$ cat config.mk
export PLATFORM = sky130hd
export DESIGN_NAME = fetch_top
export DESIGN_NICKNAME = d
export VERILOG_FILES = /design/src/fetch_pkg.sv /design/src/fetch_top.sv /design/src/fetch_pc_seq.sv /design/src/insn_align.sv /design/src/rvc_expand.sv
export VERILOG_INCLUDE_DIRS = /design/src
export SDC_FILE = /design/constraint.sdc
export NUM_CORES = 1
export LEC_CHECK = 0
export CORE_UTILIZATION = 60
export CTS_CLUSTER_SIZE = 14
export DETAILED_ROUTE_END_ITERATION = 12
export DONT_BUFFER_PORTS = 1
export PLACE_DENSITY = 0.76
export SETUP_SLACK_MARGIN = 0.4
export SYNTH_ARGS = -nofsm -noshare
export SYNTH_HDL_FRONTEND = slang
export SYNTH_SLANG_ARGS = --single-unit
$ cat constraint.sdc
create_clock -name clk_i -period 5 [get_ports clk_i]
set_clock_uncertainty 0.15 [all_clocks]
set_input_delay 0.75 -clock clk_i [delete_from_list [all_inputs] [get_ports clk_i]]
set_output_delay 0.75 -clock clk_i [all_outputs]
set_load 0.02 [all_outputs]
$ cat src/fetch_consts.svh
`ifndef FETCH_CONSTS_SVH
`define FETCH_CONSTS_SVH

`define FETCH_RESET_PC 32'h4000_0000
`define FETCH_EBREAK   32'h0010_0073 // also used as the pipeline bubble
`define FETCH_XLEN     32
`define FETCH_HALF     16

// compressed encodings, checked in this order by the expander
`define C_EBREAK   16'b1001_0000_0000_0010
`define C_JR       16'b1000_????_?000_0010
`define C_JALR     16'b1001_????_?000_0010
`define C_NOP      16'b0000_0000_0000_0001
`define C_ADDI16SP 16'b011?_0001_0???_??01
`define C_AND      16'b1000_11??_?11?_??01
`define C_SUB      16'b1000_11??_?00?_??01
`define C_OR       16'b1000_11??_?10?_??01
`define C_XOR      16'b1000_11??_?01?_??01
`define C_SRLI     16'b100?_00??_????_??01
`define C_SRAI     16'b100?_01??_????_??01
`define C_ANDI     16'b100?_10??_????_??01
`define C_MV       16'b1000_????_????_??10
`define C_SLLI     16'b000?_????_????_??10
`define C_ADD      16'b1001_????_????_??10
`define C_ADDI     16'b000?_????_????_??01
`define C_ADDI4SPN 16'b000?_????_????_??00
`define C_BEQZ     16'b110?_????_????_??01
`define C_BNEZ     16'b111?_????_????_??01
`define C_J        16'b101?_????_????_??01
`define C_JAL      16'b001?_????_????_??01
`define C_LI       16'b010?_????_????_??01
`define C_LUI      16'b011?_????_????_??01
`define C_LW       16'b010?_????_????_??00
`define C_LWSP     16'b010?_????_????_??10
`define C_SW       16'b110?_????_????_??00
`define C_SWSP     16'b110?_????_????_??10

`endif
$ cat src/fetch_pkg.sv
`include "fetch_consts.svh"

package fetch_pkg;

    typedef logic [`FETCH_XLEN-1:0] word_t; // instruction or memory word
    typedef logic [`FETCH_HALF-1:0] half_t; // one 16-bit parcel
    typedef logic [`FETCH_XLEN-1:1] pc_t;   // halfword address, byte bit 0 dropped

    // request from execute
    typedef struct packed {
        logic valid;
        pc_t  target;
    } redirect_t;

    // record handed to decode
    typedef struct packed {
        word_t insn;
        pc_t   pc;
        pc_t   pc_next;
    } issue_t;

    // aligner to sequencer
    typedef struct packed {
        logic advance; // registers update this cycle
        logic hold;    // next parcel already sits in the fetched word
        logic size_c;  // current instruction is compressed
    } step_t;

endpackage

$ cat src/fetch_top.sv
`timescale 1ns/1ps

module fetch_top (
    input  logic                 clk_i,
    input  logic                 rst_i,
    input  logic                 stall_i,
    input  logic                 mem_wait_i,
    input  fetch_pkg::word_t     mem_data_i,
    input  fetch_pkg::redirect_t redirect_i,
    output fetch_pkg::pc_t       fetch_addr_o,
    output fetch_pkg::issue_t    issue_o,
    output logic                 ready_o
);

    fetch_pkg::step_t step;
    fetch_pkg::half_t half;     // parcel to expand
    fetch_pkg::word_t expanded;

    fetch_pc_seq fetch_pc_seq_inst (
        .clk_i      (clk_i),
        .rst_i      (rst_i),
        .step_i     (step),
        .redirect_i (redirect_i),
        .stall_i    (stall_i),
        .pc_o       (fetch_addr_o)
    );

    insn_align insn_align_inst (
        .clk_i            (clk_i),
        .rst_i            (rst_i),
        .stall_i          (stall_i),
        .mem_wait_i       (mem_wait_i),
        .mem_data_i       (mem_data_i),
        .pc_i             (fetch_addr_o),
        .redirect_valid_i (redirect_i.valid),
        .expanded_i       (expanded),
        .half_o           (half),
        .step_o           (step),
        .issue_o          (issue_o),
        .ready_o          (ready_o)
    );

    rvc_expand rvc_expand_inst (
        .half_i (half),
        .insn_o (expanded)
    );

endmodule

$ cat src/fetch_pc_seq.sv
`timescale 1ns/1ps
`include "fetch_consts.svh"

module fetch_pc_seq (
    input  logic                 clk_i,
    input  logic                 rst_i,
    input  fetch_pkg::step_t     step_i,
    input  fetch_pkg::redirect_t redirect_i,
    input  logic                 stall_i,
    output fetch_pkg::pc_t       pc_o
);

    localparam fetch_pkg::word_t RESET_BYTE = `FETCH_RESET_PC;

    fetch_pkg::pc_t pc_q;
    fetch_pkg::pc_t pc_step;

    // one halfword for a compressed parcel, two for a full word
    assign pc_step = pc_q + (step_i.size_c ? 31'd1 : 31'd2);

    always_ff @(posedge clk_i) begin
        if (rst_i) begin
            pc_q <= RESET_BYTE[31:1];
        end else if (!stall_i) begin
            if (redirect_i.valid) begin
                pc_q <= redirect_i.target; // taken even while memory waits
            end else if (step_i.advance && !step_i.hold) begin
                pc_q <= pc_step;
            end
        end
    end

    assign pc_o = pc_q;

endmodule

$ cat src/insn_align.sv
`timescale 1ns/1ps
`include "fetch_consts.svh"

module insn_align (
    input  logic              clk_i,
    input  logic              rst_i,
    input  logic              stall_i,
    input  logic              mem_wait_i,
    input  fetch_pkg::word_t  mem_data_i,
    input  fetch_pkg::pc_t    pc_i,
    input  logic              redirect_valid_i,
    input  fetch_pkg::word_t  expanded_i,
    output fetch_pkg::half_t  half_o,
    output fetch_pkg::step_t  step_o,
    output fetch_pkg::issue_t issue_o,
    output logic              ready_o
);

    localparam fetch_pkg::word_t RESET_BYTE = `FETCH_RESET_PC;

    fetch_pkg::half_t  buf_q;     // first half of a split instruction
    logic              pending_q; // waiting for the second half
    fetch_pkg::issue_t issue_q;
    fetch_pkg::issue_t issue_d;
    fetch_pkg::pc_t    pc_inc;
    logic              aligned;
    logic              advance;
    logic              compressed;
    logic              split_start;

    assign aligned     = ~pc_i[1];
    assign advance     = ~stall_i & ~mem_wait_i;
    assign half_o      = aligned ? mem_data_i[15:0] : mem_data_i[31:16];
    assign compressed  = ~pending_q & (half_o[1:0] != 2'b11);
    assign split_start = ~pending_q & ~aligned & ~compressed; // 32-bit in upper half
    assign pc_inc      = pc_i + (compressed ? 31'd1 : 31'd2);

    assign step_o.advance = advance;
    assign step_o.hold    = pending_q; // fetch address already points past the split
    assign step_o.size_c  = compressed;

    always_comb begin
        issue_d.pc      = pc_i;
        issue_d.pc_next = pc_inc;
        if (pending_q) begin
            // fetch address ran one word ahead while the first half was kept
            issue_d.insn    = {mem_data_i[15:0], buf_q};
            issue_d.pc      = pc_i - 31'd2;
            issue_d.pc_next = pc_i;
        end else if (compressed) begin
            issue_d.insn = expanded_i;
        end else begin
            issue_d.insn = mem_data_i;
        end
    end

    always_ff @(posedge clk_i) begin
        if (rst_i) begin
            pending_q       <= 1'b0;
            buf_q           <= '0;
            issue_q.insn    <= `FETCH_EBREAK;
            issue_q.pc      <= RESET_BYTE[31:1];
            issue_q.pc_next <= RESET_BYTE[31:1];
        end else if (redirect_valid_i && !stall_i) begin
            pending_q    <= 1'b0;
            issue_q.insn <= `FETCH_EBREAK; // bubble while the new target is fetched
        end else if (advance) begin
            pending_q <= split_start;
            if (split_start) begin
                buf_q <= mem_data_i[31:16]; // nothing issued this edge
            end else begin
                issue_q <= issue_d;
            end
        end
    end

    assign issue_o = issue_q;
    assign ready_o = ~mem_wait_i & ~pending_q;

endmodule

$ cat src/rvc_expand.sv
`timescale 1ns/1ps
`include "fetch_consts.svh"

module rvc_expand (
    input  fetch_pkg::half_t half_i,
    output fetch_pkg::word_t insn_o
);

    fetch_pkg::half_t c; // short name keeps the bit fields readable

    assign c = half_i;

    // priority matters: ebreak before jalr/add, jr before mv
    always_comb begin
        casez (c)
            `C_EBREAK: begin
                insn_o = `FETCH_EBREAK;
            end
            `C_JR: begin // jalr x0, rs1, 0
                insn_o = {12'b0, c[11:7], 3'b000, 5'd0, 7'h67};
            end
            `C_JALR: begin // jalr x1, rs1, 0
                insn_o = {12'b0, c[11:7], 3'b000, 5'd1, 7'h67};
            end
            `C_NOP,
            `C_ADDI: begin // addi rd, rd, imm
                insn_o = {{7{c[12]}}, c[6:2], c[11:7], 3'b000, c[11:7], 7'h13};
            end
            `C_ADDI16SP: begin // addi x2, x2, nzimm
                insn_o = {{3{c[12]}}, c[4:3], c[5], c[2], c[6], 4'b0000,
                          5'd2, 3'b000, 5'd2, 7'h13};
            end
            `C_AND: begin
                insn_o = {7'b0, 2'b01, c[4:2], 2'b01, c[9:7], 3'b111, 2'b01, c[9:7], 7'h33};
            end
            `C_SUB: begin
                insn_o = {7'b0100000, 2'b01, c[4:2], 2'b01, c[9:7], 3'b000,
                          2'b01, c[9:7], 7'h33};
            end
            `C_OR: begin
                insn_o = {7'b0, 2'b01, c[4:2], 2'b01, c[9:7], 3'b110, 2'b01, c[9:7], 7'h33};
            end
            `C_XOR: begin
                insn_o = {7'b0, 2'b01, c[4:2], 2'b01, c[9:7], 3'b100, 2'b01, c[9:7], 7'h33};
            end
            `C_SRLI,
            `C_SRAI: begin // bit 10 selects the arithmetic shift
                insn_o = {1'b0, c[10], 5'b00000, c[6:2], 2'b01, c[9:7], 3'b101,
                          2'b01, c[9:7], 7'h13};
            end
            `C_ANDI: begin
                insn_o = {{7{c[12]}}, c[6:2], 2'b01, c[9:7], 3'b111, 2'b01, c[9:7], 7'h13};
            end
            `C_MV: begin // add rd, x0, rs2
                insn_o = {7'b0, c[6:2], 5'd0, 3'b000, c[11:7], 7'h33};
            end
            `C_SLLI: begin
                insn_o = {7'b0, c[6:2], c[11:7], 3'b001, c[11:7], 7'h13};
            end
            `C_ADD: begin
                insn_o = {7'b0, c[6:2], c[11:7], 3'b000, c[11:7], 7'h33};
            end
            `C_ADDI4SPN: begin // addi rd', x2, nzuimm
                insn_o = {2'b00, c[10:7], c[12:11], c[5], c[6], 2'b00,
                          5'd2, 3'b000, 2'b01, c[4:2], 7'h13};
            end
            `C_BEQZ,
            `C_BNEZ: begin // bit 13 picks bne over beq
                insn_o = {{4{c[12]}}, c[6:5], c[2], 5'd0, 2'b01, c[9:7], 2'b00, c[13],
                          c[11:10], c[4:3], c[12], 7'h63};
            end
            `C_J,
            `C_JAL: begin // rd is x1 only for c.jal
                insn_o = {c[12], c[8], c[10:9], c[6], c[7], c[2], c[11], c[5:3],
                          {9{c[12]}}, 4'b0000, ~c[15], 7'h6f};
            end
            `C_LI: begin // addi rd, x0, imm
                insn_o = {{7{c[12]}}, c[6:2], 5'd0, 3'b000, c[11:7], 7'h13};
            end
            `C_LUI: begin
                insn_o = {{15{c[12]}}, c[6:2], c[11:7], 7'h37};
            end
            `C_LW: begin
                insn_o = {5'b0, c[5], c[12:10], c[6], 2'b00, 2'b01, c[9:7], 3'b010,
                          2'b01, c[4:2], 7'h03};
            end
            `C_LWSP: begin
                insn_o = {4'b0, c[3:2], c[12], c[6:4], 2'b00, 5'd2, 3'b010, c[11:7], 7'h03};
            end
            `C_SW: begin
                insn_o = {5'b0, c[5], c[12], 2'b01, c[4:2], 2'b01, c[9:7], 3'b010,
                          c[11:10], c[6], 2'b00, 7'h23};
            end
            `C_SWSP: begin
                insn_o = {4'b0, c[8:7], c[12], c[6:2], 5'd2, 3'b010, c[11:9], 2'b00, 7'h23};
            end
            default: begin
                insn_o = '0; // not a supported encoding
            end
        endcase
    end

endmodule

==> results.md <==
- Critical Path Max Stage Delay: 0.71 ns
- Cts hold-fix bufs: 0
- Num Clock Sinks: 142
- Ant diodes: 0
- R2R depth: 11
- Die Ht: 127 um
- First-pass GRT wire length: 55,000 um
- Share of cells above drive strength 1: 0.0849
- Dpl ws: 1.05 ns
- DR vias/cell: 7.42
- CP Capture Type: flip-flop
- CP Class: reg2reg
- Final HPWL DP: 25,400 um
- Gr usage total: 0.447
- Clk buf depth: 2
- Top cells by area, synth: dfxtp_1 (30%), nor2_1 (7.1%), a211oi_1 (5.0%), a21oi_1 (4.4%), nand2_1 (3.5%)
- Max-Cap Viols: 0
- P&R area growth vs syn: 5.29%
- FMAX: 254 MHz
- Layout Nets: 1,213
- Netlist cell types: 100
- Initial DRT Pass Iterations: 6
- Antenna-violating nets left: 0
- Pleak: 3.25 nW
- Residual DRC: 0
- Synthesized Nets: 1,283
- Post-synth EDFFs: 0
- Routed wire length: 36,300 um
- RSZ-0062 raised after global routing: false
- Slew HR: 0.330
- Max VDD drop: 0.000241 V
- Yosys reg bits: 142
- Startpoint Class: flip-flop
- Worst hold path type: in2reg
- Top cell type's share of synthesized area: 0.303
- Post-synth top cells: nor2_1 (176), dfxtp_1 (142), nand2_1 (88)
- Least-Margin Pin Slew: 1.00 ns
- CTS tree: done
- Largest net degree at the start of global routing: 110
- Reg clk slew, reported paths: 0.07 ns
- Setup violations, final: 0
- Wire per inst: 27.1 um
- Number of global-route vias before repair: 9,328
- Port Buffers: 0
- Top-count cell post-synth: nor2_1
- Post-route setup TNS: 0 ns
- I/O pins: 194
- First-iteration detailed-routing DRC count: 1,586
- Cts bufs inserted: 17
- Post-CTS Setup Repair Bufs: 0
- Syn Area/Cell: 7.74 sq um
- Routed vias: 9,962
- Outcome: complete, no violations
- Routability congestion estimate from global placement: 1.03
- Syn Inst Count: 1,211
- Clock Tree Root: clkbuf_16
- Insertion delay to the later sink of the worst-skew pair: 0.43 ns
- Final period util: 0.789
- Core Region: 0.0152 sq mm
- Syn Std Cell Area: 0.00937 sq mm
- Power Dens Cells: 315 mW/mm^2
- Initial Utilization: 0.616
- Crit-path cells: o21ai_2, nor2_4, inv_1, ha_1, a21o_1, nand4_1, nor4_1, nand3_1, nor2_1, o21ai_0, a221oi_1
- Yosys top cell by area: dfxtp_1
- Slack of the critical path: 1.06 ns
- Die area: 0.0161 sq mm
- Initial antenna violation count: 0
- Die W: 127 um
- Critical path's slowest cell: nor4_1
- Row count: 45
- Fin. Hold Viols: 0
- Worst endpoint required time: 5.19 ns
- Seq/Total Area, Yosys: 0.303
- GRT overflow: 0
- Main synth FF type: dfxtp_1
- Arr. time, crit path: 4.13 ns
- Hold Path Depth: 1
- H-tree levels: 4
- Async SR Flop Fraction: 0
- Max Slew Vio Count: 0
- Yosys warning count: 0
- Min cycle time layout: 3.94 ns
- Resize count post-CTS: 0
- Crit path max fanout: 28
sequential cells by signal, summed over array words and instances (netlist names):
| register | flops |
|---|---|
| insn_align_inst.pending_q | 1 |
| insn_align_inst.issue_o | 94 |
| fetch_pc_seq_inst.pc_o | 31 |
| insn_align_inst.buf_q | 16 |
cell usage in the layout (no fill, tap or decap), types with 5 or more instances in the layout:
cell / count
o21ai_0: 51
buf_4: 23
a32o_1: 6
dfxtp_1: 140
or3_1: 13
nand3b_1: 5
o22ai_1: 8
or4_1: 6
a31oi_1: 14
nand3_1: 38
xor2_1: 19
a21o_1: 15
nor2_1: 174
a22o_1: 8
nor2b_1: 7
nand2b_1: 7
or2_1: 5
nor3_1: 23
and2_1: 6
and4_1: 8
clkbuf_16: 17
o21ai_1: 16
inv_1: 15
mux2i_1: 27
nand2_1: 88
o21a_1: 7
nor4_1: 14
o2111ai_1: 5
nand4_1: 11
a22oi_1: 11
a221oi_1: 12
o31ai_1: 23
a311oi_1: 7
a211oi_1: 63
xnor2_1: 33
a21oi_1: 83
o211ai_1: 22
and3_1: 10
report_power, final:
part | switching (mW) | internal (mW)
logic | 0.355 | 0.196
registers | 0.138 | 1.18
clock network | 0.567 | 0.666
path summary, 6_finish.rpt:
| check | slack [ns] | from | end |
|---|---|---|---|
| worst max-delay path | 1.06 | fetch_pc_seq_inst.pc_o[0] | fetch_pc_seq_inst.pc_o[25] |
| worst min-delay path | 0.24 | rst_i | insn_align_inst.buf_q[14] |
| worst max register to register | 1.06 | fetch_pc_seq_inst.pc_o[0] | fetch_pc_seq_inst.pc_o[25] |
| worst min register to register | 0.34 | insn_align_inst.buf_q[1] | insn_align_inst.buf_q[1] |
cell type report:
| type | count | area, sq um |
|---|---|---|
| clock buffers | 18 | 439 |
| flip-flops and latches | 142 | 2850 |
| well taps | 188 | 235 |
| fillers | 1252 | 5340 |
| multi-input cells | 940 | 5970 |
| repair buffers | 24 | 193 |
| inverters | 16 | 60.1 |
| clock inverters | 14 | 124 |
logic make-up after synthesis:
family / after synthesis / synth area share
AOI/OAI and AO/OA: 394 / 0.293
xor gates and xnor gates: 52 / 0.0486
adders and majority gates: 4 / 0.00614
buffers and inverters: 129 / 0.0610
DFF: 142 / 0.303
muxes: 34 / 0.0391
and+or+nand+nor: 456 / 0.249
worst max-delay path, delay by kind of cell, from the launching register on:
family                     cells  cell delay, ns
adders and majority gates      1            0.30
buffers and inverters          1            0.14
AOI/OAI and AO/OA              4            0.72
and+or+nand+nor                5            1.86
DFF                            1            0.67
stage by stage:
stage	hold WS, ns	power, mW	area (sq um)	util	instances
floorplan	0.291	1.73	9370	-	1211
global placement	0.300	1.86	9300	0.612	1310
detailed placement	0.319	1.87	9300	0.612	1310
CTS	0.231	3.08	9860	0.649	1342
global route	0.228	3.19	9860	0.649	1342
finish	0.241	3.10	9860	0.649	1342
layer usage:
metal  vias to the layer above  track usage  routed length, um
met2                       777        0.714              16600
met4                         0        0.309               2510
met5                         -            0                  0
met1                      4635        0.527              13300
li1                       4361            -                  -
met3                       189        0.115               3870
Note: power is estimated with default switching activity, not from simulation.
